**config.mk**
```make
export PLATFORM = sky130hd
export DESIGN_NAME = dcache_ctrl
export DESIGN_NICKNAME = d
export VERILOG_FILES = /design/src/design/dcache_pkg.sv /design/src/design/biu_pkg.sv /design/src/design/dcache_ctrl.sv
export VERILOG_INCLUDE_DIRS = /design/src /design/src/design
export SDC_FILE = /design/constraint.sdc
export NUM_CORES = 1
export LEC_CHECK = 0
export BUFFER_PORTS_ARGS = -buffer_cell sky130_fd_sc_hd__buf_2
export CAP_MARGIN = 10
export CORE_AREA = 5 5 287 289
export CTS_CLUSTER_SIZE = 40
export DETAILED_ROUTE_END_ITERATION = 8
export DIE_AREA = 0 0 292 294
export SLEW_MARGIN = 20
export SYNTH_ARGS = -nofsm -noshare
export SYNTH_HDL_FRONTEND = slang
export SYNTH_SLANG_ARGS = --single-unit
```
**constraint.sdc**
```tcl
create_clock -name clk_i -period 3.1 [get_ports clk_i]
set_input_delay 0.155 -clock clk_i [delete_from_list [all_inputs] [get_ports clk_i]]
set_output_delay 0.155 -clock clk_i [all_outputs]
set_load 0.02 [all_outputs]
```
**src/design/dcache_defines.svh**
```systemverilog
// Geometry of the 2-way data cache, shared by packages and RTL
`ifndef DCACHE_DEFINES_SVH
`define DCACHE_DEFINES_SVH

//------------------------------
// Word and address widths
//------------------------------
`define DC_XLEN 32     // Data word
`define DC_PLEN 32     // Physical address

//------------------------------
// Cache organisation
//------------------------------
`define DC_WAYS 2

// 16 sets of 16-byte lines
`define DC_SETS 16
`define DC_BEATS 4     // Words per line, also bus beats per burst

`endif

```
**src/design/dcache_pkg.sv**
```systemverilog
// Data cache types for geometry, CPU requests and the control FSM
`default_nettype none

`include "dcache_defines.svh"

package dcache_pkg;

  //------------------------------
  // Widths with a meaning
  //------------------------------
  typedef logic [`DC_XLEN-1:0]   word_t;
  typedef logic [`DC_PLEN-1:0]   addr_t;
  typedef logic [`DC_XLEN/8-1:0] be_t;

  // Address split is tag | index | word offset | byte offset
  typedef logic [`DC_PLEN-$clog2(`DC_SETS)-$clog2(`DC_BEATS*`DC_XLEN/8)-1:0] tag_t;
  typedef logic [$clog2(`DC_SETS)-1:0]    idx_t;
  typedef logic [$clog2(`DC_BEATS)-1:0]   offs_t;
  typedef logic [`DC_BEATS*`DC_XLEN-1:0]  line_t;
  typedef logic [$clog2(`DC_WAYS)-1:0]    way_t;
  typedef logic [`DC_WAYS-1:0]            ways_t;  // One bit per way

  // CPU request, held stable until acknowledged
  typedef struct packed {
    addr_t addr;
    logic  we;    // 1 = store
    be_t   be;
    word_t wdata;
  } cpu_req_t;

  typedef enum logic [2:0] {
    DC_IDLE,
    DC_LOOKUP,  // Compare tags
    DC_EVICT,   // Pick victim, write back if dirty
    DC_FILL,    // Line fill from the bus
    DC_DONE
  } dc_state_e;

endpackage

`default_nettype wire

```
**src/design/biu_pkg.sv**
```systemverilog
// Bus interface types for burst commands and beat counting
`default_nettype none

`include "dcache_defines.svh"

package biu_pkg;

  //------------------------------
  // Burst command
  //------------------------------

  // Line-aligned start address plus direction
  typedef struct packed {
    logic [`DC_PLEN-1:0] addr;
    logic                we;    // 1 = write-back, 0 = fill
  } biu_cmd_t;

  // Counts the beats of one burst
  typedef logic [$clog2(`DC_BEATS)-1:0] beat_t;

endpackage

`default_nettype wire

```
**src/design/dcache_ctrl.sv**
```systemverilog
// Control FSM of the data cache handling lookup, victim choice, write-back and fill
`timescale 1ns/1ps
`default_nettype none

`include "dcache_defines.svh"

module dcache_ctrl (
  input  logic                 clk_i,
  input  logic                 rst_ni,

  // CPU
  input  logic                 req_i,
  input  dcache_pkg::cpu_req_t cpu_req_i,
  output logic                 ack_o,
  output dcache_pkg::word_t    rdata_o,

  // Array addressing
  output dcache_pkg::idx_t     idx_o,
  output dcache_pkg::tag_t     tag_o,
  output logic                 rd_en_o,
  output dcache_pkg::way_t     way_o,

  // Tag array
  input  dcache_pkg::ways_t    ways_hit_i,
  input  logic                 victim_valid_i,
  input  logic                 victim_dirty_i,
  input  dcache_pkg::tag_t     victim_tag_i,
  output dcache_pkg::ways_t    tag_we_o,
  output logic                 tag_dirty_o,

  // Data array
  input  dcache_pkg::line_t    data_line_i,
  output dcache_pkg::ways_t    data_we_o,
  output dcache_pkg::be_t      data_be_o,
  output dcache_pkg::offs_t    data_offs_o,
  output dcache_pkg::word_t    data_wdata_o,
  output logic                 fill_o,
  output dcache_pkg::line_t    fill_line_o,

  // Burst unit
  output logic                 start_o,
  output biu_pkg::biu_cmd_t    cmd_o,
  output dcache_pkg::line_t    evict_line_o,
  input  logic                 done_i,
  input  dcache_pkg::line_t    fill_line_i
);
  import dcache_pkg::*;
  import biu_pkg::*;

  localparam int unsigned OFFS_LSB = $clog2(`DC_XLEN/8);
  localparam int unsigned IDX_LSB  = OFFS_LSB + $clog2(`DC_BEATS);
  localparam int unsigned TAG_LSB  = IDX_LSB + $clog2(`DC_SETS);

  dc_state_e state_q, state_d;
  cpu_req_t  req_q;
  word_t     rdata_q;
  way_t      way_q, way_d, hit_way;
  logic      probe_q, probe_d;  // Way 1 validity still unknown
  logic      busy_q, busy_d;    // Burst outstanding
  logic [6:0] lfsr_q;
  idx_t      req_idx;
  offs_t     req_offs;

  assign req_idx  = req_q.addr[TAG_LSB-1:IDX_LSB];
  assign req_offs = req_q.addr[IDX_LSB-1:OFFS_LSB];

  always_comb begin
    hit_way = '0;
    for (int w = 0; w < `DC_WAYS; w++) begin
      if (ways_hit_i[w]) hit_way = way_t'(w);
    end
  end

  assign idx_o        = (state_q == DC_IDLE) ? cpu_req_i.addr[TAG_LSB-1:IDX_LSB] : req_idx;
  assign tag_o        = req_q.addr[`DC_PLEN-1:TAG_LSB];
  assign way_o        = (state_q == DC_LOOKUP) ? hit_way : way_q;
  assign data_be_o    = req_q.be;
  assign data_offs_o  = req_offs;
  assign data_wdata_o = req_q.wdata;
  assign fill_line_o  = fill_line_i;
  assign evict_line_o = data_line_i;  // Line of the way on way_o
  assign ack_o        = (state_q == DC_DONE);
  assign rdata_o      = rdata_q;

  //------------------------------
  // Next state and array control
  //------------------------------
  always_comb begin
    state_d     = state_q;
    way_d       = way_q;
    probe_d     = probe_q;
    rd_en_o     = 1'b0;
    tag_we_o    = '0;
    tag_dirty_o = 1'b0;
    data_we_o   = '0;
    fill_o      = 1'b0;
    start_o     = 1'b0;
    cmd_o.addr  = {req_q.addr[`DC_PLEN-1:IDX_LSB], {IDX_LSB{1'b0}}};  // Fill by default
    cmd_o.we    = 1'b0;

    case (state_q)
      DC_IDLE: if (req_i) begin
        rd_en_o = 1'b1;
        way_d   = '0;
        probe_d = 1'b1;
        state_d = DC_LOOKUP;
      end
      DC_LOOKUP: begin
        if (|ways_hit_i) begin
          if (req_q.we) begin
            tag_we_o    = ways_hit_i;
            tag_dirty_o = 1'b1;
            data_we_o   = ways_hit_i;
          end
          state_d = DC_DONE;
        end else if (!victim_valid_i) begin  // Way 0 free
          start_o = 1'b1;
          state_d = DC_FILL;
        end else begin
          way_d   = way_t'(1);
          state_d = DC_EVICT;
        end
      end
      DC_EVICT: begin
        if (busy_q) begin
          if (done_i) begin     // Write-back finished, fill next
            start_o = 1'b1;
            state_d = DC_FILL;
          end
        end else if (probe_q) begin
          if (!victim_valid_i) begin
            start_o = 1'b1;
            state_d = DC_FILL;
          end else begin
            way_d   = way_t'(lfsr_q[0]);  // Both valid
            probe_d = 1'b0;
          end
        end else begin
          start_o = 1'b1;
          if (victim_dirty_i) begin
            cmd_o.addr = {victim_tag_i, req_idx, {IDX_LSB{1'b0}}};
            cmd_o.we   = 1'b1;
          end else begin
            state_d = DC_FILL;
          end
        end
      end
      DC_FILL: if (done_i) begin
        tag_we_o  = ways_t'(1) << way_q;
        data_we_o = ways_t'(1) << way_q;
        fill_o    = 1'b1;
        state_d   = DC_IDLE;  // Held request replays as a hit
      end
      DC_DONE: state_d = DC_IDLE;
      default: state_d = DC_IDLE;
    endcase

    busy_d = busy_q;
    if (done_i)  busy_d = 1'b0;
    if (start_o) busy_d = 1'b1;
  end

  //------------------------------
  // Registers
  //------------------------------
  always_ff @(posedge clk_i or negedge rst_ni) begin
    if (!rst_ni) begin
      state_q <= DC_IDLE;
      way_q   <= '0;
      probe_q <= 1'b0;
      busy_q  <= 1'b0;
      lfsr_q  <= '0;
    end else begin
      state_q <= state_d;
      way_q   <= way_d;
      probe_q <= probe_d;
      busy_q  <= busy_d;
      if (state_q != DC_FILL) lfsr_q <= {lfsr_q[5:0], lfsr_q[6] ~^ lfsr_q[5]};
    end
  end

  always_ff @(posedge clk_i) begin
    if (state_q == DC_IDLE && req_i) req_q <= cpu_req_i;
    if (state_q == DC_LOOKUP) rdata_q <= data_line_i[int'(req_offs)*`DC_XLEN +: `DC_XLEN];
  end

  // Burst unit takes one command at a time
  a_no_start_busy: assert property (@(posedge clk_i) disable iff (!rst_ni)
    start_o |-> (!busy_q || done_i))
    else $error("start_o while a burst is outstanding");

  // A line lives in one way only
  a_hit_onehot: assert property (@(posedge clk_i) disable iff (!rst_ni)
    $onehot0(ways_hit_i))
    else $error("ways_hit_i has more than one bit set");

endmodule

`default_nettype wire

```
# Yosys cells after proc, flatten, opt, wreduce, memory -nomap -nowiden
# Cells that the tools add are included.
# word_totals
wordCells	83
ff_bits	114
in_bits	357
# op_classes
n_shift	2
n_mux	46
n_reduce_logical	9
bitwise_logic	1
n_eq_ne	15
# ops
operator	count
$mux W33	4
$shiftx A128 B8 Y32	1
$mux W1	25
$mux W3	8
$ne A2 B2 Y1 const B	7
$pmux W3 S4	1
$ne A4 B4 Y1 const B	2
$reduce_and A7 Y1	1
$eq A3 B2 Y1 const B	2
$mux W2	3
$reduce_and A5 Y1	1
$mux W4	1
$pmux W1 S2	2
$pmux W2 S2	1
$reduce_bool A2 Y1	2
$eq A3 B1 Y1 const B	1
$eq A3 B3 Y1 const B	1
$logic_not A3 Y1	1
$ne A3 B2 Y1 const B	1
$ne A3 B3 Y1 const B	1
$pmux W1 S3	1
$reduce_and A3 Y1	1
$reduce_bool A3 Y1	1
$reduce_or A2 Y1	1
3 further kinds	3

# Depth between registers and ports, before layout
# depth
depth_word	5
depth_mapped	5
mapped_depth_nobuf	4

# Worst setup path before layout
# Ideal clock, no wire load.
# synth_timing
path_type	register to register
from	register state_q[1]
to	register req_q, in the netlist data_be_o[0] (enable)
path_stages_with_launch	3
setup_time_ns	0.440
arrival_ns	2.649
synth_period_minus_slack_ns	3.089
setup_slack_ns	0.011
path_cell_list	dfrtp_1 > nor3_1 > and2_1
# synth_via
elab_chain_cells	2
# synth_lines
item	line	source
start: declaration	dcache_ctrl.sv:54	dc_state_e state_q, state_d;
start signal: assignment	dcache_ctrl.sv:174	state_q <= state_d;
$logic_not A3 Y1	dcache_ctrl.sv:183	if (state_q == DC_IDLE && req_i) req_q <= cpu_req_i;
$logic_and A1 B1 Y1	dcache_ctrl.sv:183	
end signal: assignment	dcache_ctrl.sv:183	
end: declaration	dcache_ctrl.sv:55	cpu_req_t req_q;
# Every way passes these cells.
# A chain may end at the register's enable or synchronous reset.

==> results_dict.tcl <==
set metrics [dict create \
    port_buffers 491 \
    cts_sinks 112 \
    peakVddDrop_mv 0.3672 \
    core_area_mm2 0.07964 \
    setup_viol 0 \
    comb_power_share_pct 42.2 \
    final_antenna_net_count 0 \
    cp_data_arrival_time_ns 2.48 \
    finish.utilization_pct 12.08 \
    worstPathCellList "nor3b_4, and3_2, buf_4, mux2_2, buf_2" \
    first_global_vias 5413 \
    relSlewSlack_pct 49.65 \
    grt_setup_unrepaired "no" \
    routed_wl_mm 30.80 \
    p_leak_nw 3.979 \
    cts_buffers 9 \
    slowest_delay_ns 0.61 \
    status "finished, final reports clean" \
    routed_via_density 2.718 \
    cts_root_buffer "clkbuf_16" \
    ys_seq_area_share_pct 45.22 \
    critPathLaunchType "flop" \
    place_ws_ns 0.8365 \
    cts_tree "yes" \
    maxCapViolCount 0 \
    timing.final.hold_violations 0 \
    dr.first_iter.drc_count 178 \
    drive_above_1_share_pct 69.10 \
    clk_latency_ns 0.39 \
    rows 104 \
    netSwitchingPower_mw 2.614 \
    worstMarginPinSlew_ns 0.7553 \
    grt_pass1_wl_mm 40.12 \
    grtUsageTotal_pct 6.731 \
    ys_seq_elements 112 \
    report.power.total_mw 6.360 \
    clock_path_buffers 2 \
    fp.dieW_um 292 \
    syn2layout_area_growth_pct 31.88 \
    setup_slack_ns 0.4634 \
    floorplan.die_area_mm2 0.08585 \
    grt_max_degree 44 \
    hold_path_class "in2reg" \
    crit_type "reg2out" \
    grt.overflow.total 0 \
    avgSynthCellArea_um2 12.64 \
    die_y_um 294 \
    final.period_utilization_pct 85.05 \
    fin_tns_setup_ns 0 \
    initial_core_util_pct 9.158 \
    vias 5124 \
    p_int_mw 3.746 \
    drc_errors 0 \
    wl_per_cell_um 16.34 \
    clkPwrFrac_pct 19.7 \
    cp_max_fo 25 \
    required_ns 2.94 \
    pwr-share-seq_pct 38.2 \
    final_nets 1174 \
    fin_hold_ws_ns 0.1623 \
    cts_resized 0 \
    place.gp.congestion 0.8545 \
    drt-pass1-iter-count 4 \
    fin_skew_ns 0.01417 \
    crit_slowest_cell "dfrtp_1" \
    syn_inst 577 \
    drv_slew 0 \
    p_per_area_mw_per_mm2 661.2 \
    antenna_found_initial 12 \
    clk_pin_slew_ns 0.10 \
    yosys_warnings 0 \
    finalCriticalPeriod_ns 2.637 \
    crit_path_end_kind "output pin" \
    htree_levels 3 \
    syn_area_mm2 0.007293 \
    fillers 8993 \
    p_sw_share_pct 41.10 \
    fmax_ghz 0.3793 \
    pin_count 754 \
    post_cts_buffers 0 \
    synth_cell_types 34 \
    hpwl_mm 25.50 \
]
==> critical path, delay by kind of cell (launching register included) <==
kind | cells | cell delay (ns)
AND/OR/NAND/NOR | 2 | 0.55
flip-flops | 1 | 0.61
multiplexers | 1 | 0.38
buffers and inverters | 2 | 0.50
==> sequential cells by signal, summed over array words and instances (netlist names) <==
register,flops
req_idx,4
data_wdata_o,32
lfsr_q,7
probe_q,1
data_be_o,4
rdata_o,32
state_q,3
busy_q,1
req_q,1
tag_o,24
data_offs_o,2
way_q,1
==> Yosys cell counts <==
| cell | count | area, um^2 |
|---|---|---|
| buf_8 | 2 | 30.03 |
| nand2_1 | 5 | 18.77 |
| buf_1 | 1 | 3.750 |
| nand3_1 | 1 | 5.000 |
| a31oi_1 | 1 | 6.260 |
| edfxtp_1 | 99 | 2973 |
| o21ai_0 | 3 | 15.01 |
| a21o_1 | 1 | 7.510 |
| nor4b_1 | 1 | 8.760 |
| a21oi_1 | 5 | 25.02 |
| inv_1 | 2 | 7.510 |
| a32o_1 | 2 | 20.02 |
| nor3b_4 | 1 | 18.77 |
| and2b_1 | 1 | 7.510 |
| mux4_2 | 32 | 720.7 |
| and4_1 | 1 | 8.760 |
| mux2_2 | 17 | 191.4 |
| buf_4 | 329 | 2470 |
| a21bo_2 | 1 | 10.01 |
| dfrtp_1 | 13 | 325.3 |
| nor3_1 | 5 | 25.02 |
| and2_1 | 2 | 12.51 |
| nor2_1 | 11 | 41.29 |
| nor3b_1 | 1 | 7.510 |
| xor2_1 | 1 | 8.760 |
| mux2_1 | 19 | 214.0 |
| a211oi_1 | 1 | 7.510 |
| nand3b_1 | 4 | 30.03 |
| buf_2 | 4 | 20.02 |
| conb_1 | 1 | 3.750 |
| or3_1 | 1 | 6.260 |
| nand2b_1 | 3 | 18.77 |
| clkbuf_1 | 5 | 18.77 |
| and3_1 | 1 | 6.260 |
==> logic make-up (layout without fill, tap and decap cells) <==
logic type	after synthesis	after routing	share of synthesized area (%)
buffers and inverters	343	585	34.96
DFF	112	112	45.22
muxes	68	68	15.44
and+or+nand+nor	38	38	2.951
AOI/OAI and AO/OA	14	14	1.252
other	1	7	0.05142
xor gates and xnor gates	1	1	0.1201
==> layout by cell type (no fill, tap or decap), drive strengths merged, types with 2 or more instances in the layout <==
cell	instances
diode	3
o21ai	3
nor3	5
nand2b	3
inv	5
conb	4
dfrtp	13
a32o	2
mux2	36
nor3b	2
clkbuf	9
nand3b	4
nor2	11
and2	2
edfxtp	99
mux4	32
clkinv	4
buf	498
nand2	5
a21oi	5
dlygate4sd3	69
==> routing by layer <==
| metal | global-route usage (%) | routed length [um] | vias up |
|---|---|---|---|
| li1 | - | - | 2154 |
| met1 | 6.719 | 10320 | 2343 |
| met2 | 10.82 | 14130 | 584 |
| met3 | 5.011 | 5498 | 39 |
| met4 | 2.240 | 727 | 4 |
| met5 | 1.275 | 121 | - |
==> final timing paths <==
path | startpoint | to | slack (ns) | cells past startpoint
worst max register to register | state_q[1] | data_wdata_o[16] | 1.11 | 4
worst max-delay path | state_q[1] | cmd_o[10] | 0.46 | 5
worst min-delay path | data_line_i[88] | rdata_o[24] | 0.16 | 2
worst min register to register | lfsr_q[2] | lfsr_q[3] | 0.50 | 1
min in group asynchronous | rst_ni | state_q[2] | 0.18 | 2
max in group asynchronous | rst_ni | busy_q | 2.67 | 2
==> layout make-up <==
cell class	instances	area, um^2	area share (%)
flip-flops and latches	112	3298	34.29
repair buffers	567	3213	33.41
multi-input cells	125	1468	15.26
well taps	1060	1326	13.79
clock buffers	9	225.2	2.342
clock inverters	7	72.57	0.7545
inverters	2	7.507	0.07805
diodes	3	7.507	0.07805
==> what timing repair did <==
action                                 CTS  global route
endpoints found under the hold margin   81             0
hold buffers                            69             0
setup endpoints to repair                0             0
==> metrics by stage <==
stage               instance area (um^2)  cells
global route                        9613   1883
detailed placement                  8622   1797
global placement                    8622   1797
CTS                                 9610   1882
floorplan                           7305    580
finish                              9618   1885
==> power groups by stage <==
stage	clock network, mW	logic [mW]	registers, mW
after floorplan	0	1.94	2.58
after global placement	0	2.68	2.46
after detailed placement	0	2.68	2.46
after CTS	1.36	2.76	2.43
after global routing	1.41	2.89	2.48
final	1.25	2.68	2.43
No activity file was read; power rests on OpenSTA's default activity.
