<file path="config.mk">
export PLATFORM = sky130hd
export DESIGN_NAME = dcache_tag_array
export DESIGN_NICKNAME = d
export VERILOG_FILES = /design/src/design/dcache_pkg.sv /design/src/design/dcache_tag_array.sv
export VERILOG_INCLUDE_DIRS = /design/src /design/src/design
export SDC_FILE = /design/constraint.sdc
export NUM_CORES = 1
export LEC_CHECK = 0
export BUFFER_PORTS_ARGS = -buffer_cell sky130_fd_sc_hd__buf_4
export CAP_MARGIN = 25
export CORE_MARGIN = 2
export CORE_UTILIZATION = 55
export DETAILED_ROUTE_END_ITERATION = 7
export GPL_TIMING_DRIVEN = 0
export PLACE_DENSITY = 0.83
export SLEW_MARGIN = 20
export SYNTH_ARGS = -nofsm -noshare
export SYNTH_HDL_FRONTEND = slang
export SYNTH_SLANG_ARGS = --single-unit
</file>
<file path="constraint.sdc">
create_clock -name clk_i -period 2.9 [get_ports clk_i]
set_clock_uncertainty 0.05 [all_clocks]
set_input_delay 0 -clock clk_i [delete_from_list [all_inputs] [get_ports clk_i]]
set_output_delay 0 -clock clk_i [all_outputs]
set_load 0.01 [all_outputs]
</file>
<file path="src/design/dcache_defines.svh">
// Geometry of the 2-way data cache, shared by packages and RTL
`ifndef DCACHE_DEFINES_SVH
`define DCACHE_DEFINES_SVH

//------------------------------
// Word and address widths
//------------------------------
`define DC_XLEN 32     // Data word
`define DC_PLEN 32     // Physical address

//------------------------------
// Cache organisation
//------------------------------
`define DC_WAYS 2

// 16 sets of 16-byte lines
`define DC_SETS 16
`define DC_BEATS 4     // Words per line, also bus beats per burst

`endif

</file>
<file path="src/design/dcache_pkg.sv">
// Data cache types for geometry, CPU requests and the control FSM
`default_nettype none

`include "dcache_defines.svh"

package dcache_pkg;

  //------------------------------
  // Widths with a meaning
  //------------------------------
  typedef logic [`DC_XLEN-1:0]   word_t;
  typedef logic [`DC_PLEN-1:0]   addr_t;
  typedef logic [`DC_XLEN/8-1:0] be_t;

  // Address split is tag | index | word offset | byte offset
  typedef logic [`DC_PLEN-$clog2(`DC_SETS)-$clog2(`DC_BEATS*`DC_XLEN/8)-1:0] tag_t;
  typedef logic [$clog2(`DC_SETS)-1:0]    idx_t;
  typedef logic [$clog2(`DC_BEATS)-1:0]   offs_t;
  typedef logic [`DC_BEATS*`DC_XLEN-1:0]  line_t;
  typedef logic [$clog2(`DC_WAYS)-1:0]    way_t;
  typedef logic [`DC_WAYS-1:0]            ways_t;  // One bit per way

  // CPU request, held stable until acknowledged
  typedef struct packed {
    addr_t addr;
    logic  we;    // 1 = store
    be_t   be;
    word_t wdata;
  } cpu_req_t;

  typedef enum logic [2:0] {
    DC_IDLE,
    DC_LOOKUP,  // Compare tags
    DC_EVICT,   // Pick victim, write back if dirty
    DC_FILL,    // Line fill from the bus
    DC_DONE
  } dc_state_e;

endpackage

`default_nettype wire

</file>
<file path="src/design/dcache_tag_array.sv">
// Tag array holding tag, valid and dirty bits per way with per-way hit compare
`timescale 1ns/1ps
`default_nettype none

`include "dcache_defines.svh"

module dcache_tag_array (
  input  logic               clk_i,
  input  logic               rst_ni,

  input  dcache_pkg::idx_t   idx_i,
  input  dcache_pkg::tag_t   tag_i,
  input  logic               rd_en_i,
  input  dcache_pkg::way_t   victim_way_i,

  input  dcache_pkg::ways_t  we_i,
  input  logic               dirty_i,

  output dcache_pkg::ways_t  ways_hit_o,
  output logic               victim_valid_o,
  output logic               victim_dirty_o,
  output dcache_pkg::tag_t   victim_tag_o
);
  import dcache_pkg::*;

  tag_t  tag_q [`DC_SETS][`DC_WAYS];
  ways_t valid_q [`DC_SETS];
  ways_t dirty_q [`DC_SETS];

  // Registered read port
  tag_t  rd_tag_q [`DC_WAYS];
  ways_t rd_valid_q;
  ways_t rd_dirty_q;

  //------------------------------
  // Tag storage
  //------------------------------
  always_ff @(posedge clk_i) begin
    for (int w = 0; w < `DC_WAYS; w++) begin
      if (rd_en_i) rd_tag_q[w] <= tag_q[idx_i][w];
      if (we_i[w]) tag_q[idx_i][w] <= tag_i;
    end
  end

  // Status bits come up cleared
  always_ff @(posedge clk_i or negedge rst_ni) begin
    if (!rst_ni) begin
      valid_q    <= '{default: '0};
      dirty_q    <= '{default: '0};
      rd_valid_q <= '0;
      rd_dirty_q <= '0;
    end else begin
      if (rd_en_i) begin
        rd_valid_q <= valid_q[idx_i];
        rd_dirty_q <= dirty_q[idx_i];
      end
      for (int w = 0; w < `DC_WAYS; w++) begin
        if (we_i[w]) begin
          valid_q[idx_i][w] <= 1'b1;
          dirty_q[idx_i][w] <= dirty_i;
        end
      end
    end
  end

  //------------------------------
  // Hit compare
  //------------------------------
  always_comb begin
    for (int w = 0; w < `DC_WAYS; w++) begin
      ways_hit_o[w] = rd_valid_q[w] && (rd_tag_q[w] == tag_i);
    end
  end

  assign victim_valid_o = rd_valid_q[victim_way_i];
  assign victim_dirty_o = rd_dirty_q[victim_way_i];
  assign victim_tag_o   = rd_tag_q[victim_way_i];  // Rebuilds write-back address

endmodule

`default_nettype wire

</file>
Yosys cells after proc, flatten, opt, wreduce, memory -nomap -nowiden

Memory sizes are Yosys's and may differ from the RTL's.
Cells that the tools add are included.

Magnitude comparators: 3
Equality and inequality tests: 2
Multiplexer cells: 26
Bitwise gates (word level): 3
Reduce and logical (&&, ||, !) cells: 3

Operators with widths:

| cell                 | count |
|---|---|
| $mux W32             | 4 |
| $bwmux W32           | 2 |
| $or A32 B32 Y32      | 2 |
| $eq A24 B24 Y1       | 2 |
| $bmux W2 S4          | 2 |
| $demux W2 S4         | 2 |
| $mux W1              | 11 |
| $mux W2              | 5 |
| $ge A5 B5 Y1 const B | 1 |
| $lt A5 B1 Y1 const B | 1 |
| $not A4 Y5           | 1 |
| $logic_and A1 B1 Y1  | 3 |
| $lt A1 B2 Y1 const B | 1 |

Flip-flop bits (word level): 68
RAM bits: 816
Input bits: 35
Output and inout bits: 28
Logic and storage cells: 73
Memories: 2

Memories:

| name     | depth | width | rd ports | clocked after memory_dff | wr ports | RTL line               | RTL |
|---|---|---|---|---|---|---|---|
| tag_q    | 16    | 48    | 1        | 0                        | 1        | dcache_tag_array.sv:26 | `` tag_t tag_q [`DC_SETS][`DC_WAYS]; `` |
| rd_tag_q | 2     | 24    | 3        | 0                        | 2        | dcache_tag_array.sv:31 | `` tag_t rd_tag_q [`DC_WAYS]; `` |

Logic depth before layout (Yosys ltp)

Gate-level depths: netlist (run 1).

Depth in word-level cells: 9
Gate-level depth with buffers: 8
Gate-level depth less buffers: 4

Worst setup path before layout (run 1)

Ideal clock, no wire load.

Path kind: in2reg
Start: input port idx_i[1]
End: register dirty_q[1] in the netlist's numbering
Setup time: 128 ps
Data arrival time: 2150 ps
Required time: 2722 ps
Setup slack: 572 ps
Stages on the path: 5
Buffers on the path: 2
Cells stage by stage: buf_2 > clkbuf_1 > nand3_1 > nor2_1 > mux2_1

Cells in the longest elaborated chain, start to end: 7
Elaborated cells between the ends (all ways): 11
Classes of those cells: order compare: 2; mux: 7; bitwise: 1; reduce/logical: 1

Ends and longest elaborated chain:

| item                                                               | RTL line               | RTL |
|---|---|---|
| from (decl)                                                        | dcache_tag_array.sv:11 | `input dcache_pkg::idx_t idx_i,` |
| $not A4 Y5 (implied by the code) *                                 | dcache_tag_array.sv:60 | `dirty_q[idx_i][w] <= dirty_i;` |
| $ge A5 B5 Y1 (implied by the code) or $lt A5 B1 Y1 (tied branches) | dcache_tag_array.sv:60 |  |
| $logic_and A1 B1 Y1 (implied by the code)                          | dcache_tag_array.sv:60 |  |
| $mux W2 (implied by the code)                                      | dcache_tag_array.sv:60 |  |
| $demux W2 S4                                                       | dcache_tag_array.sv:60 |  |
| $bwmux W32                                                         | dcache_tag_array.sv:60 |  |
| $mux W32 *                                                         | dcache_tag_array.sv:58 | `if (we_i[w]) begin` |
| to (signal, indexed assignment)                                    | dcache_tag_array.sv:60 |  |
| to (decl)                                                          | dcache_tag_array.sv:28 | `` ways_t dirty_q [`DC_SETS]; `` |

Every way passes the cells marked *; elsewhere a longest branch is shown, timed or not.
A chain may end at the register's enable or synchronous reset.

==> run summary, run 1 <==
status - complete, but fails checks
failing checks - setup timing
Peak Freq - 337.4 MHz
crit path time final - 2.964 ns
worst hold-check path type - in -> reg
vias in the first global route - 17.77k
Die ar. - 0.06421 mm²
worst slack at placement - -0.1391 ns
clock sinks - 884
placed instance count - 2371
asr flop ratio synth - 7.692%
total global routing track utilization - 28.60%
share of cells above drive strength 1 - 31.66%
final core utilization - 63.87%
largest net degree at the start of global routing - 69
Final Setup Violations - 1
Avg Vias per Cell - 6.778
Cell Rows - 91
GRT Residual Overflow - 0
actual slew at the worst max-slew pin - 1.133 ns
Post-synth EDFFs - 816
Nets - 1686
Mapped Nets - 1492
die span in x - 253.4 µm
pwr/cell area - 696.6 mW/mm²
core area - 0.06160 mm²
TritonRoute pass-1 iters - 6
max_cap viols - 0
dominant cell type by area after synthesis - edfxtp_1
Clock transition at path regs - 0.06 ns
Critical Path End Type - primary output
setup TNS - -0.06382 ns
P_leak - 12.70 nW
Slowest cell on crit path - nor4_2
WP data required - 2.85 ns
cell area after synthesis - 0.03421 mm²
vias - 17.32k
TritonCTS clock tree - built
Worst VDD drop - 421.4 µV
post-CTS setup buffers - 0
count leader, synth - edfxtp_1
ANT nets after route - 0
Hold Fails Final Rpt - 0
Skew-Pair Late Insertion Delay - 0.65 ns
die height - 253.4 µm
CP max FO - 2
Final WS setup - -0.06382 ns
Finished Cell Area - 0.03934 mm²
Crit path largest cell delay - 0.64 ns
Synth cell types - 30
GP Congestion - 0.8782
post-route clock period utilization - 102.2%
first-pass GRT wire length - 126600 µm
Critical Path AT - 2.91 ns
IO Count - 63
initial drt markers - 2397
drt wl/cell - 34.87 µm
Area Overhead vs Synth - 15.01%
yosys warns - 0
Commonest cells post-synth - edfxtp_1 (816), mux4_2 (250), dfrtp_1 (68)
top-area cell type share of the netlist area - 71.63%
I/O Buffers - 58
# DRC - 0
H-tree depth - 3
Post-Synthesis Cells - 1457
worst path cell trace - xnor2_1, nand4_1, nor4_2, buf_4
top_reg_cell synth - edfxtp_1
Synth Area per Inst - 23.48 µm²
relative slew slack - 24.43%
DPL Wire Length - 52040 µm
TritonCTS buffer count - 83
deepest clock path buffer count - 3
WHS - 0.1153 ns
Final Max Slew Viols - 0
Post-Layout Cell Count - 2556
sequential cell area fraction in the yosys report - 76.61%
RSZ-0062 raised after global routing - no
CTS root buf - clkbuf_16
CP Launch Type - flop
Synth Register Bits - 884
Pwr Total - 27.41 mW
Post-Route WL - 89130 µm
top cells by area, synth - edfxtp_1 (72%), mux4_2 (16%), dfrtp_1 (5.0%)
Initial Utilization - 55.53%
Crit Path Category - reg -> out
initial antenna violation count - 1
Placed Area - 0.03633 mm²
layer usage:
metal | vias to the layer above | wire length, µm | global-route usage (%) | share of wire, %
met4 | 2 | 3395 | 10.35 | 3.8
met3 | 253 | 10520 | 8.049 | 12
li1 | 6522 | - | - | -
met1 | 9138 | 31720 | 37.88 | 36
met2 | 1409 | 43480 | 45.90 | 49
met5 | - | 13 | 0 | 0.015
report_power, final:
group	internal, mW	switching [mW]	leakage, nW
logic	0.867	1.09	3.22
registers	14.4	0.255	8.17
clock network	5.95	4.81	1.30
total	21.3	6.15	12.7
cell families after synthesis:
kind of cell / count (synthesis) / synth area share (%)
buffers and inverters: 83 / 1.346
and+or+nand+nor: 108 / 1.741
muxes: 322 / 18.87
xor gates and xnor gates: 48 / 1.229
DFF: 884 / 76.61
AOI/OAI and AO/OA: 12 / 0.2048
sequential cells by signal, summed over array words and instances (netlist names):
register and cells:
valid_q 32, rd_tag_q 48, tag_q 768, dirty_q 32
rd_dirty_q 2, rd_valid_q 2
what timing repair did:
action,in CTS,in global routing
hold endpoints to repair,916,0
resized for setup,0,2
hold buffers,32,0
endpoints found under the setup margin,0,2
final timing paths:
| check | cells past startpoint | slack (ns) | end | start |
|---|---|---|---|---|
| hold reg to reg | 1 | 0.41 | valid_q[13] | valid_q[13] |
| min in group asynchronous | 4 | 0.38 | valid_q[12] | rst_ni |
| hold / removal | 3 | 0.12 | dirty_q[17] | dirty_i |
| max in group asynchronous | 4 | 2.12 | valid_q[11] | rst_ni |
| setup reg to reg | 2 | 1.05 | rd_tag_q[1][23] | tag_q[14][23] |
| setup / recovery | 4 | -0.06 | ways_hit_o[0] | rd_tag_q[0][15] |
cell usage in the layout (no fill, tap or decap), types with 5 or more instances in the layout:
| cell type | n |
|---|---|
| xnor2_1 | 18 |
| mux2_2 | 26 |
| clkbuf_16 | 84 |
| nor2_1 | 5 |
| mux2_1 | 32 |
| nand3b_1 | 5 |
| or2_1 | 22 |
| clkinv_1 | 19 |
| nand3_1 | 9 |
| buf_6 | 15 |
| nor2_4 | 18 |
| mux2i_1 | 12 |
| buf_4 | 58 |
| nor4_1 | 6 |
| dfrtp_1 | 68 |
| buf_16 | 19 |
| bufinv_16 | 6 |
| edfxtp_1 | 816 |
| clkinv_2 | 18 |
| xor2_1 | 30 |
| dlygate4sd3_1 | 31 |
| nand2_1 | 7 |
| buf_2 | 22 |
| mux4_2 | 250 |
| inv_2 | 14 |
| nand2b_1 | 19 |
| clkbuf_1 | 43 |
cell type report:
| class | count | area [µm²] |
|---|---|---|
| clock buffers | 100 | 2182 |
| fillers | 3779 | 22260 |
| repair buffers | 109 | 1280 |
| diodes | 1 | 2.502 |
| plain buffers | 69 | 407.9 |
| multi-input cells | 490 | 7690 |
| flip-flops and latches | 884 | 26210 |
| inverters | 14 | 52.55 |
| well taps | 837 | 1047 |
| clock inverters | 52 | 475.5 |
worst max-delay path: cells and delay by family (launching register included):
kind	cells	cell delay, ns
xor+xnor	1	0.60
buf+inv	1	0.22
flops	1	0.48
simple gates	2	0.96
Power figures use the tool's default switching activity.
==> run 2, diff against run 1 <==
RECOVER_POWER = 100   (was not set)
==> run summary, run 2 (same netlist as run 1, synthesis figures left out) <==
vias in the first global route - 17.77k
TritonCTS buffer count - 83
deepest clock path buffer count - 3
DPL Wire Length - 52040 µm
initial antenna violation count - 2
total global routing track utilization - 28.60%
Critical Path AT - 2.92 ns
Final Setup Violations - 1
failing checks - capacitance limit, slew limit, setup timing
clock sinks - 884
IO Count - 63
Skew-Pair Late Insertion Delay - 0.65 ns
die span in x - 253.4 µm
first-pass GRT wire length - 126600 µm
ANT nets after route - 0
CTS root buf - clkbuf_16
Crit path largest cell delay - 0.63 ns
largest net degree at the start of global routing - 69
most frequent cells in the layout - edfxtp_1 (816), mux4_2 (250), clkbuf_16 (84)
leading cell type in the layout, fill and taps excluded - edfxtp_1
actual slew at the worst max-slew pin - 1.908 ns
initial drt markers - 2523
Avg Vias per Cell - 6.790
core area - 0.06160 mm²
Critical Path End Type - primary output
worst hold-check path type - in -> reg
Clock transition at path regs - 0.06 ns
Initial Utilization - 55.53%
Peak Freq - 337.2 MHz
Final Max Slew Viols - 169
Area Overhead vs Synth - 14.52%
setup TNS - -0.06596 ns
pwr/cell area - 699.4 mW/mm²
status - complete, but fails checks
Hold Fails Final Rpt - 0
drt wl/cell - 34.94 µm
post-route clock period utilization - 102.3%
placed instance count - 2371
Post-Route WL - 89330 µm
Pwr Total - 27.40 mW
Cell Rows - 91
Die ar. - 0.06421 mm²
Crit Path Category - reg -> out
Worst VDD drop - 421.3 µV
biggest regs - tag_q x768, rd_tag_q x48
largest register by flop count - tag_q
GRT Residual Overflow - 0
Nets - 1686
TritonCTS clock tree - built
P_leak - 12.66 nW
worst path cell trace - xnor2_1, nand4_1, nor4_2, clkbuf_1
max_cap viols - 4
TritonRoute pass-1 iters - 5
share of cells above drive strength 1 - 29.39%
WP data required - 2.85 ns
Slowest cell on crit path - nor4_2
max reg flops - 768
post-CTS setup buffers - 0
I/O Buffers - 58
vias - 17.36k
Final WS setup - -0.06596 ns
relative slew slack - -27.21%
RSZ-0062 raised after global routing - no
CP Launch Type - flop
# DRC - 0
Post-Layout Cell Count - 2557
die height - 253.4 µm
crit path time final - 2.966 ns
CP max FO - 2
GP Congestion - 0.8782
H-tree depth - 3
-- run 2: stage by stage --
| step | cell area, µm² | hold WS [ns] | util [%] | setup WS, ns |
|---|---|---|---|---|
| after global routing | 39170 | 0.1228 | 63.59 | 0.04083 |
| after CTS | 39330 | 0.09894 | 63.85 | 0.01309 |
| final | 39180 | 0.1146 | 63.60 | -0.06596 |
| after floorplan | 34210 | -0.3456 | - | 0.5724 |
| after global placement | 35690 | 0.08520 | 57.94 | -1.335 |
| after detailed placement | 36330 | 0.1043 | 58.98 | -0.1391 |
-- run 2: what timing repair did --
item | CTS | global route
resized for setup | 0 | 2
hold buffers | 32 | 0
setup endpoints to repair | 0 | 2
endpoints found under the hold margin | 916 | 0
-- run 2: layout make-up --
cell class / count / area (µm²)
clock buffer: 100 / 2182
timing repair buffer: 109 / 1206
inverter: 14 / 52.55
fill: 3813 / 22420
clock inverter: 52 / 475.5
sequential: 884 / 26210
antenna: 2 / 5.005
tap: 837 / 1047
buffer: 69 / 405.4
multi-input combinational: 490 / 7597
-- run 2: layer usage --
layer | wire length (µm) | global-route usage, %
met5 | 13 | 0
met4 | 3503 | 10.35
met3 | 10910 | 8.049
met2 | 43380 | 45.90
met1 | 31530 | 37.88
-- run 2: path summary, 6_finish.rpt --
path / cells past startpoint / endpoint / start / slack, ns
min in group asynchronous: 4 / valid_q[12] / rst_ni / 0.91
worst max register to register: 2 / rd_tag_q[1][23] / tag_q[14][23] / 1.05
max in group asynchronous: 4 / valid_q[11] / rst_ni / 0.88
worst min-delay path: 3 / dirty_q[17] / dirty_i / 0.11
worst max-delay path: 4 / ways_hit_o[0] / rd_tag_q[0][15] / -0.07
worst min register to register: 1 / valid_q[13] / valid_q[13] / 0.41
-- run 2: where the power goes --
| part | internal (mW) | switching, mW |
|---|---|---|
| sequential | 14.4 | 0.254 |
| combinational | 0.844 | 1.08 |
| clock | 5.95 | 4.83 |
| total | 21.2 | 6.16 |
-- run 2: critical path: cells and delay by family (launching register included) --
kind	cells	cell delay, ns
xor+xnor	1	0.61
flops	1	0.48
simple gates	2	0.97
buf+inv	1	0.21
