===== config.mk =====
export PLATFORM = sky130hd
export DESIGN_NAME = dcache_biu_ctrl
export DESIGN_NICKNAME = d
export VERILOG_FILES = /design/src/design/dcache_pkg.sv /design/src/design/biu_pkg.sv /design/src/design/dcache_biu_ctrl.sv
export VERILOG_INCLUDE_DIRS = /design/src /design/src/design
export SDC_FILE = /design/constraint.sdc
export NUM_CORES = 1
export LEC_CHECK = 0
export BUFFER_PORTS_ARGS = -buffer_cell sky130_fd_sc_hd__buf_2
export CORE_AREA = 8 8 145 147
export CTS_BUF_LIST = sky130_fd_sc_hd__clkbuf_16
export DETAILED_ROUTE_END_ITERATION = 10
export DIE_AREA = 0 0 153 155
export GPL_ROUTABILITY_DRIVEN = 0
export GPL_TIMING_DRIVEN = 0
export PLACE_DENSITY = 0.69
export SLEW_MARGIN = 20
export SYNTH_ARGS = -nofsm -noshare
export SYNTH_HDL_FRONTEND = slang
export SYNTH_SLANG_ARGS = --single-unit

===== constraint.sdc =====
create_clock -name clk_i -period 6 [get_ports clk_i]
set_input_delay 0.6 -clock clk_i [delete_from_list [all_inputs] [get_ports clk_i]]
set_output_delay 0.6 -clock clk_i [all_outputs]
set_load 0.01 [all_outputs]

===== src/design/dcache_defines.svh =====
// Geometry of the 2-way data cache, shared by packages and RTL
`ifndef DCACHE_DEFINES_SVH
`define DCACHE_DEFINES_SVH

//------------------------------
// Word and address widths
//------------------------------
`define DC_XLEN 32     // Data word
`define DC_PLEN 32     // Physical address

//------------------------------
// Cache organisation
//------------------------------
`define DC_WAYS 2

// 16 sets of 16-byte lines
`define DC_SETS 16
`define DC_BEATS 4     // Words per line, also bus beats per burst

`endif


===== src/design/dcache_pkg.sv =====
// Data cache types for geometry, CPU requests and the control FSM
`default_nettype none

`include "dcache_defines.svh"

package dcache_pkg;

  //------------------------------
  // Widths with a meaning
  //------------------------------
  typedef logic [`DC_XLEN-1:0]   word_t;
  typedef logic [`DC_PLEN-1:0]   addr_t;
  typedef logic [`DC_XLEN/8-1:0] be_t;

  // Address split is tag | index | word offset | byte offset
  typedef logic [`DC_PLEN-$clog2(`DC_SETS)-$clog2(`DC_BEATS*`DC_XLEN/8)-1:0] tag_t;
  typedef logic [$clog2(`DC_SETS)-1:0]    idx_t;
  typedef logic [$clog2(`DC_BEATS)-1:0]   offs_t;
  typedef logic [`DC_BEATS*`DC_XLEN-1:0]  line_t;
  typedef logic [$clog2(`DC_WAYS)-1:0]    way_t;
  typedef logic [`DC_WAYS-1:0]            ways_t;  // One bit per way

  // CPU request, held stable until acknowledged
  typedef struct packed {
    addr_t addr;
    logic  we;    // 1 = store
    be_t   be;
    word_t wdata;
  } cpu_req_t;

  typedef enum logic [2:0] {
    DC_IDLE,
    DC_LOOKUP,  // Compare tags
    DC_EVICT,   // Pick victim, write back if dirty
    DC_FILL,    // Line fill from the bus
    DC_DONE
  } dc_state_e;

endpackage

`default_nettype wire


===== src/design/biu_pkg.sv =====
// Bus interface types for burst commands and beat counting
`default_nettype none

`include "dcache_defines.svh"

package biu_pkg;

  //------------------------------
  // Burst command
  //------------------------------

  // Line-aligned start address plus direction
  typedef struct packed {
    logic [`DC_PLEN-1:0] addr;
    logic                we;    // 1 = write-back, 0 = fill
  } biu_cmd_t;

  // Counts the beats of one burst
  typedef logic [$clog2(`DC_BEATS)-1:0] beat_t;

endpackage

`default_nettype wire


===== src/design/dcache_biu_ctrl.sv =====
// Bus burst sequencer moving one cache line per command, for fills and write-backs
`timescale 1ns/1ps
`default_nettype none

`include "dcache_defines.svh"

module dcache_biu_ctrl (
  input  logic                clk_i,
  input  logic                rst_ni,

  // From cache control
  input  logic                start_i,
  input  biu_pkg::biu_cmd_t   cmd_i,
  input  dcache_pkg::line_t   evict_line_i,
  output logic                done_o,
  output dcache_pkg::line_t   fill_line_o,

  // Bus
  output logic                biu_stb_o,
  input  logic                biu_stb_ack_i,
  output biu_pkg::biu_cmd_t   biu_cmd_o,
  input  logic                biu_ack_i,
  output dcache_pkg::word_t   biu_d_o,
  input  dcache_pkg::word_t   biu_q_i
);
  import dcache_pkg::*;
  import biu_pkg::*;

  logic     stb_q;     // Command offered
  logic     act_q;     // Beats running
  logic     done_q;
  beat_t    beat_q;
  biu_cmd_t cmd_q;
  line_t    buf_q;     // Write-back data out, fill data in

  //------------------------------
  // Handshake sequencing
  //------------------------------
  always_ff @(posedge clk_i or negedge rst_ni) begin
    if (!rst_ni) begin
      stb_q  <= 1'b0;
      act_q  <= 1'b0;
      done_q <= 1'b0;
      beat_q <= '0;
    end else begin
      done_q <= 1'b0;
      if (start_i) begin
        stb_q  <= 1'b1;
        beat_q <= '0;
      end else if (stb_q && biu_stb_ack_i) begin
        stb_q <= 1'b0;
        act_q <= 1'b1;
      end else if (act_q && biu_ack_i) begin
        beat_q <= beat_q + 1'b1;
        if (beat_q == beat_t'(`DC_BEATS-1)) begin  // Last beat
          act_q  <= 1'b0;
          done_q <= 1'b1;
        end
      end
    end
  end

  // Lowest word always faces the bus, read words enter at the top
  always_ff @(posedge clk_i) begin
    if (start_i) begin
      cmd_q <= cmd_i;
      buf_q <= evict_line_i;
    end else if (act_q && biu_ack_i) begin
      buf_q <= {biu_q_i, buf_q[`DC_BEATS*`DC_XLEN-1:`DC_XLEN]};
    end
  end

  assign biu_stb_o   = stb_q;
  assign biu_cmd_o   = cmd_q;
  assign biu_d_o     = buf_q[`DC_XLEN-1:0];
  assign done_o      = done_q;
  assign fill_line_o = buf_q;  // Complete when done_o is high

  //------------------------------
  // Checks
  //------------------------------

  // A beat is only legal once the command was taken
  a_ack_after_stb: assert property (@(posedge clk_i) disable iff (!rst_ni)
    biu_ack_i |-> act_q)
    else $error("biu_ack_i without an accepted command");

endmodule

`default_nettype wire


# Yosys cells after proc, flatten, opt, wreduce, memory -nomap -nowiden
# Index checks and enable logic that the tools add are counted.
# totals
out_inout_bits	195
in_bits	198
register_bits	166
word_cells	33
# op_classes
muxes	14
n_eq_ne	2
bitwise_logic	1
n_addsub	1
reduce_logical	8
# ops
cell	count
128-bit 2-to-1 mux	2
1-bit 2-to-1 mux	9
2-bit nonzero test	4
2-bit 2-to-1 mux	3
3-bit AND reduction	1
2-bit by 1-bit adder with 2-bit output, second input constant	1
2-bit == test, second input constant	1
1-bit logical AND	2
2-bit != test, second input constant	1
2-bit AND reduction	1
1-bit NOT	1

# Logic depth before layout (Yosys ltp)
# Gate-level depths: netlist of run 1.
# logic_depth
word_depth	5
ltp_mapped	5
mapped_depth_nobuf	4

# Worst setup path before layout of run 1
# Ideal clock, no wire load.
# synth_timing
path_type	input-to-reg
startpoint	input start_i
endpoint	register buf_q[0] (netlist: fill_line_o[0]) (enable)
arrival_time_ns	3.459
required_time_ns	5.514
stages	3
setup_ns	0.486
setup_slack_ns	2.054
n_path_buf	2
cell_sequence	buf_6 > clkbuf_8 > a21o_1
# synth_between
elab_chain_cells	1
# synth_lines
element	line_no	source
from (decl)	dcache_biu_ctrl.sv:12	input logic start_i,
2-bit nonzero test (no source line)	n/a	
to (signal assigned)	dcache_biu_ctrl.sv:67	buf_q <= evict_line_i;
to (signal assigned)	dcache_biu_ctrl.sv:69	buf_q <= {biu_q_i, buf_q[`DC_BEATS*`DC_XLEN-1:`DC_XLEN]};
to (decl)	dcache_biu_ctrl.sv:34	line_t buf_q;
# No other way between the ends.
# A chain may end at the register's enable or synchronous reset.

# Worst setup path in the final report of run 1
# layout_timing
startpoint	input start_i
endpoint	register buf_q[79] (netlist: fill_line_o[79]) (enable)
# Same word-level chain as after synthesis.

==> results of run 1 <==
[cells in the mapped netlist, types with 2 or more instances]
| cell | number |
|---|---|
| edfxtp_1 | 161 |
| mux2_2 | 129 |
| buf_4 | 32 |
| nand2_1 | 2 |
| clkbuf_8 | 6 |
| buf_6 | 9 |
| a21o_1 | 2 |
| nand2b_1 | 2 |
| dfrtp_1 | 5 |
[final cells by class]
cell class,count,area [um2],share of cell area [%]
clock inverter,15,179,1.81
inverter,1,3.75,0.0380
tap,238,298,3.02
multi-input combinational,143,1560,15.8
timing repair buffer,395,2030,20.5
antenna,1,2.50,0.0253
clock buffer,17,425,4.31
buffer,47,424,4.29
sequential,166,4960,50.2
[logic make-up (layout without fill, tap and decap cells)]
kind of cell	Yosys count	in the layout
flip-flops	166	166
other	0	1
AND/OR/NAND/NOR	9	9
multiplexers	130	130
AO/OA/AOI/OAI	3	3
buffers and inverters	48	475
adder cells (fa/ha/maj)	1	1
[routing by layer]
layer / GRT usage (%) / vias to the layer above / routed length [um]
met5: 0 / - / 0
met4: 6.55 / 0 / 573
met3: 7.71 / 32 / 1990
met2: 30.2 / 254 / 10900
met1: 18.2 / 2247 / 7890
li1: - / 2176 / -
[registers in the layout (all words and copies together), names as in the netlist]
register / cells
biu_cmd_o: 33
act_q: 1
biu_stb_o: 1
beat_q: 2
done_o: 1
fill_line_o: 128
[stage by stage]
step / hold slack [ns] / power [uW] / std cells / worst slack [ns]
2_1_floorplan: 0.304 / 1720 / 357 / 2.05
3_3_place_gp: 0.422 / 1980 / 987 / -0.0605
3_5_place_dp: 0.429 / 1990 / 989 / 3.30
4_1_cts: 0.331 / 3110 / 1022 / 3.75
5_1_grt: 0.320 / 3190 / 1023 / 3.68
6_report: 0.353 / 3070 / 1023 / 3.75
[worst max-delay path, delay by kind of cell]
kind / cells / cell delay (ns)
buf+inv: 4 / 1.37
compound gates: 1 / 0.29
[where the power goes]
group / total, uW / internal [uW] / switching [uW]
Sequential: 1470 / 1410 / 59.4
Combinational: 484 / 252 / 232
Clock: 1110 / 601 / 514
Total: 3070 / 2270 / 806
[how the worst max path moves through the flow]
stage | start | to | slack (ns) | cells after the start
floorplan | start_i | fill_line_o[0] | 2.05 | 3
global placement | start_i | fill_line_o[116] | -0.06 | 4
detailed placement | start_i | fill_line_o[19] | 3.30 | 5
CTS | start_i | fill_line_o[81] | 3.75 | 5
global route | start_i | fill_line_o[115] | 3.68 | 5
finish | start_i | fill_line_o[79] | 3.75 | 5
==> flow_metrics.env, run 1 <==
export IMPL_yosysTopAreaCell="edfxtp_1"
export IMPL_num_fill_cells=1645
export IMPL_fin_area_um2=9880
export IMPL_clkLatencyLatePin_ns=0.41
export IMPL_cp_slowest_stage_delay_ns=0.59
export IMPL_postSynthCellCount=357
export IMPL_rr_worst_depth=2
export IMPL_cts_buffers=17
export IMPL_final_net_count=970
export IMPL_post_cts_setup_buffers=0
export IMPL_drive_above_1_share_pct=76.9
export IMPL_synthMuxAreaShare_pct=21.1
export IMPL_period_needed_ns=2.25
export IMPL_core_area_um2=19000
export IMPL_rsz0062_at_grt="false"
export IMPL_synth_compound_area_share_pct=0.289
export IMPL_antenna_left=0
export IMPL_cp_arrival_ns=2.33
export IMPL_fin_crit_sh_pct=37.4
export IMPL_hp_start="cmd_i[18]"
export IMPL_synth_top_cells_by_area="edfxtp_1, mux2_2, buf_4"
export IMPL_wl_per_cell_um=20.9
export IMPL_via_per_inst=4.60
export IMPL_ctsHoldBuffers=1
export IMPL_ctsResizeCount=0
export IMPL_synthSimpleGateAreaFrac_pct=0.776
export IMPL_worstSetupPathType="in -> reg"
export IMPL_port_buffers=392
export IMPL_cts_buffer_depth=2
export IMPL_max_slew_margin_pct=48.5
export IMPL_grt_max_degree=61
export IMPL_hold_depth=1
export IMPL_gr_usage_all_layers_pct=17.3
export IMPL_dieArea_um2=23700
export IMPL_postLayoutCoreUtil_pct=52.1
export IMPL_required_ns=6.08
export IMPL_critPathCaptureType="flop"
export IMPL_mostFrequentLayoutCells="buf_2, edfxtp_1, mux2_2, buf_4, clkbuf_16"
export IMPL_cp_max_fo=60
export IMPL_grt_remaining_overflow=0
export IMPL_synth_xor_area_share_pct=0
export IMPL_slowest_stage="buf_2"
export IMPL_skew_ns=0.00961
export IMPL_h_tree_depth=4
export IMPL_areaGrowthSynthToFinish_pct=42.4
export IMPL_ys_async_sr_fraction_pct=3.01
export IMPL_grt_pass1_vias=5127
export IMPL_dp_final_hpwl_um=17100
export IMPL_syn_nets=556
export IMPL_finalSetupTns_ns=0
export IMPL_die_w_um=153
export IMPL_clk_pin_slew_worst_paths_ns=0.07
export IMPL_r2r_slack_ns=4.58
export IMPL_dpl_cell_area_um2=9260
export IMPL_synth_edf_count=161
export IMPL_synth_seq_area_share_pct=71.5
export IMPL_drc=0
export IMPL_slew_violations=0
export IMPL_setup_viol=0
export IMPL_final_common_cell="buf_2"
export IMPL_cellPowerDensity_nw_per_um2=311
export IMPL_synth_cell_types=18
export IMPL_cts_tree="done"
export IMPL_ys_warn_count=0
export IMPL_finalHoldViolCount=0
export IMPL_cts_sinks=166
export IMPL_r2r_end="fill_line_o[79]"
export IMPL_synth_top_family_by_area="multiplexers"
export IMPL_tightest_slew_ns=0.773
export IMPL_netlist_area_leader_share_pct=69.7
export IMPL_critPathLaunchType="input port"
export IMPL_grt_pass1_wl_um=30900
export IMPL_leakage_uw=0.00438
export IMPL_initialDrtViolationCount=212
export IMPL_avgSynthCellArea_um2=19.4
export IMPL_antenna_found_initial=1
export IMPL_synth_adder_area_share_pct=0.180
export IMPL_drt_pass1_iterations=4
export IMPL_crit_chain="buf_2 > buf_6 > clkbuf_8 > a21o_4 > buf_16"
export IMPL_io_pins=393
export IMPL_min_to="biu_cmd_o[18]"
export IMPL_ys_flop_type="edfxtp_1"
export IMPL_ys_seq_elements=166
export IMPL_outcome="complete, no violations"
export IMPL_hold_path_class="in -> reg"
export IMPL_root_buffer="clkbuf_16"
export IMPL_die_h_um=155
export IMPL_vdd_drop_max_uv=227
export IMPL_syn_cell_area_um2=6940
export IMPL_fmax_ghz=0.445
export IMPL_dr_total_vias=4709
export IMPL_drt_wl_total_um=21400
export IMPL_start_util_pct=36.6
export IMPL_cap_violations=0
export IMPL_rr_startpoint="act_q"
export IMPL_num_rows=51
No activity file was read; power rests on OpenSTA's default activity.
==> inputs of run 2 (changes only) <==
--- a/config.mk
+++ b/config.mk
@@ -13,7 +13,7 @@
 export DIE_AREA = 0 0 153 155
 export GPL_ROUTABILITY_DRIVEN = 0
 export GPL_TIMING_DRIVEN = 0
-export PLACE_DENSITY = 0.69
+export PLACE_DENSITY = 0.72
 export SLEW_MARGIN = 20
 export SYNTH_ARGS = -nofsm -noshare
 export SYNTH_HDL_FRONTEND = slang
==> constraint.sdc (replaced) <==
create_clock -name clk_i -period 1.9 [get_ports clk_i]
set_input_delay 0.19 -clock clk_i [delete_from_list [all_inputs] [get_ports clk_i]]
set_output_delay 0.19 -clock clk_i [all_outputs]
set_load 0.01 [all_outputs]
==> flow_metrics.env, run 2 (synthesis results as in run 1) <==
export IMPL_clkLatencyLatePin_ns=0.42
export IMPL_crit_end="fill_line_o[117]"
export IMPL_core_area_um2=19000
export IMPL_cts_buffer_depth=2
export IMPL_root_buffer="clkbuf_16"
export IMPL_drc=0
export IMPL_num_fill_cells=1582
export IMPL_tightest_slew_ns=0.462
export IMPL_layoutNonFillerInstCount=1055
export IMPL_num_antenna_cells=0
export IMPL_worstSetupPathType="in -> reg"
export IMPL_fin_crit_sh_pct=87.2
export IMPL_outcome="complete, no violations"
export IMPL_final_net_count=1003
export IMPL_grt_pass1_vias=5352
export IMPL_mostFrequentLayoutCells="buf_2, edfxtp_1, mux2_2, dlygate4sd3_1, buf_4"
export IMPL_grt_remaining_overflow=0
export IMPL_cap_violations=0
export IMPL_cp_arrival_ns=1.75
export IMPL_die_w_um=153
export IMPL_r2r_end="fill_line_o[117]"
export IMPL_grt_pass1_wl_um=31900
export IMPL_die_h_um=155
export IMPL_leakage_uw=0.00449
export IMPL_largest_reg_flops=128
export IMPL_rr_startpoint="act_q"
export IMPL_antenna_found_initial=0
export IMPL_slew_violations=0
export IMPL_required_ns=1.99
export IMPL_port_buffers=392
export IMPL_gr_usage_all_layers_pct=18.0
export IMPL_drt_wl_total_um=21800
export IMPL_antenna_left=0
export IMPL_cp_max_fo=60
export IMPL_start_util_pct=36.6
export IMPL_critical_path_startpoint="start_i"
export IMPL_num_rows=51
export IMPL_cts_sinks=166
export IMPL_initialDrtViolationCount=243
export IMPL_finalSetupTns_ns=0
export IMPL_vdd_drop_max_uv=569
export IMPL_dp_worst_setup_slack_ns=-0.488
export IMPL_cellPowerDensity_nw_per_um2=939
export IMPL_fmax_ghz=0.604
export IMPL_critPathCaptureType="flop"
export IMPL_rsz0062_at_grt="false"
export IMPL_hold_path_class="in -> reg"
export IMPL_finalHoldViolCount=0
export IMPL_clk_pin_slew_worst_paths_ns=0.07
export IMPL_setup_viol=0
export IMPL_final_common_cell="buf_2"
export IMPL_drive_above_1_share_pct=73.7
export IMPL_dp_final_hpwl_um=16700
export IMPL_rr_worst_depth=2
export IMPL_cts_tree="done"
export IMPL_dr_total_vias=4858
export IMPL_setup_ws_ns=0.244
export IMPL_max_slew_margin_pct=69.2
export IMPL_grt_max_degree=61
export IMPL_io_pins=393
export IMPL_dp_cells=989
export IMPL_wl_per_cell_um=20.7
export IMPL_h_tree_depth=4
export IMPL_drt_pass1_iterations=4
export IMPL_dieArea_um2=23700
export IMPL_via_per_inst=4.60
export IMPL_critPathLaunchType="input port"
export IMPL_cts_buffers=17
export IMPL_skew_ns=0.0100
export IMPL_areaGrowthSynthToFinish_pct=46.6
export IMPL_period_needed_ns=1.66
export IMPL_r2r_slack_ns=0.46
[run 2: cell types whose count changed in the layout (fill, tap and decap cells not counted), sizes merged]
cell	before	now
bufinv	1	0
clkinv	3	6
clkinvlp	1	2
diode	1	0
dlygate4sd3	1	34
inv	11	8
[run 2: repair_timing]
action | 4_1_cts | 5_1_grt
endpoints found under the hold margin | 38 | 0
resized for setup | 1 | 0
hold buffers | 34 | 0
setup endpoints to repair | 60 | 0
buffers inserted | 0 | 0
[run 2: final cells by class]
class	instances	area, um2	area share, %
Sequential cell	166	4960	48.8
Timing Repair Buffer	428	2360	23.2
Multi-Input combinational cell	143	1560	15.3
Clock buffer	17	425	4.18
Buffer	47	424	4.17
Tap cell	238	298	2.93
Clock inverter	15	140	1.38
Inverter	1	3.75	0.0369
[run 2: worst min-delay path by stage]
stage | cells past startpoint | start | to | slack (ns)
after floorplan | 0 | rst_ni | act_q | -0.11
after global placement | 1 | rst_ni | biu_stb_o | 0.008
after detailed placement | 1 | rst_ni | biu_stb_o | 0.01
after CTS | 3 | biu_stb_ack_i | biu_stb_o | 0.03
after global routing | 2 | evict_line_i[12] | fill_line_o[12] | 0.04
final | 3 | biu_stb_ack_i | biu_stb_o | 0.05
[run 2: routing by layer]
metal / share of wire [%] / vias to the layer above / routed length (um) / track usage, %
li1: - / 2247 / - / -
met1: 36 / 2333 / 7950 / 18.9
met2: 52 / 251 / 11400 / 32.0
met3: 9.3 / 27 / 2030 / 7.05
met4: 2.2 / 0 / 489 / 6.97
met5: 0 / - / 0 / 0
[run 2: critical path, cell delays in order]
cell and delay [ns]:
buf_4 0.39, buf_6 0.23, clkbuf_8 0.21, a21o_4 0.33, buf_16 0.32
[run 2: power breakdown]
group / internal (uW) / switching (uW)
combinational: 840 / 747
clock: 1730 / 1590
sequential: 4460 / 180
total: 7030 / 2510
[run 2: per-stage QoR]
step                hold slack, ns  util, %  cell area, um2  total power, uW
floorplan                   -0.106        -            6940             5430
global placement           0.00808     48.6            9200             6230
detailed placement          0.0145     48.9            9260             6280
CTS                         0.0289     53.6           10200             9660
global route                0.0419     53.6           10200             9920
finish                      0.0499     53.6           10200             9550
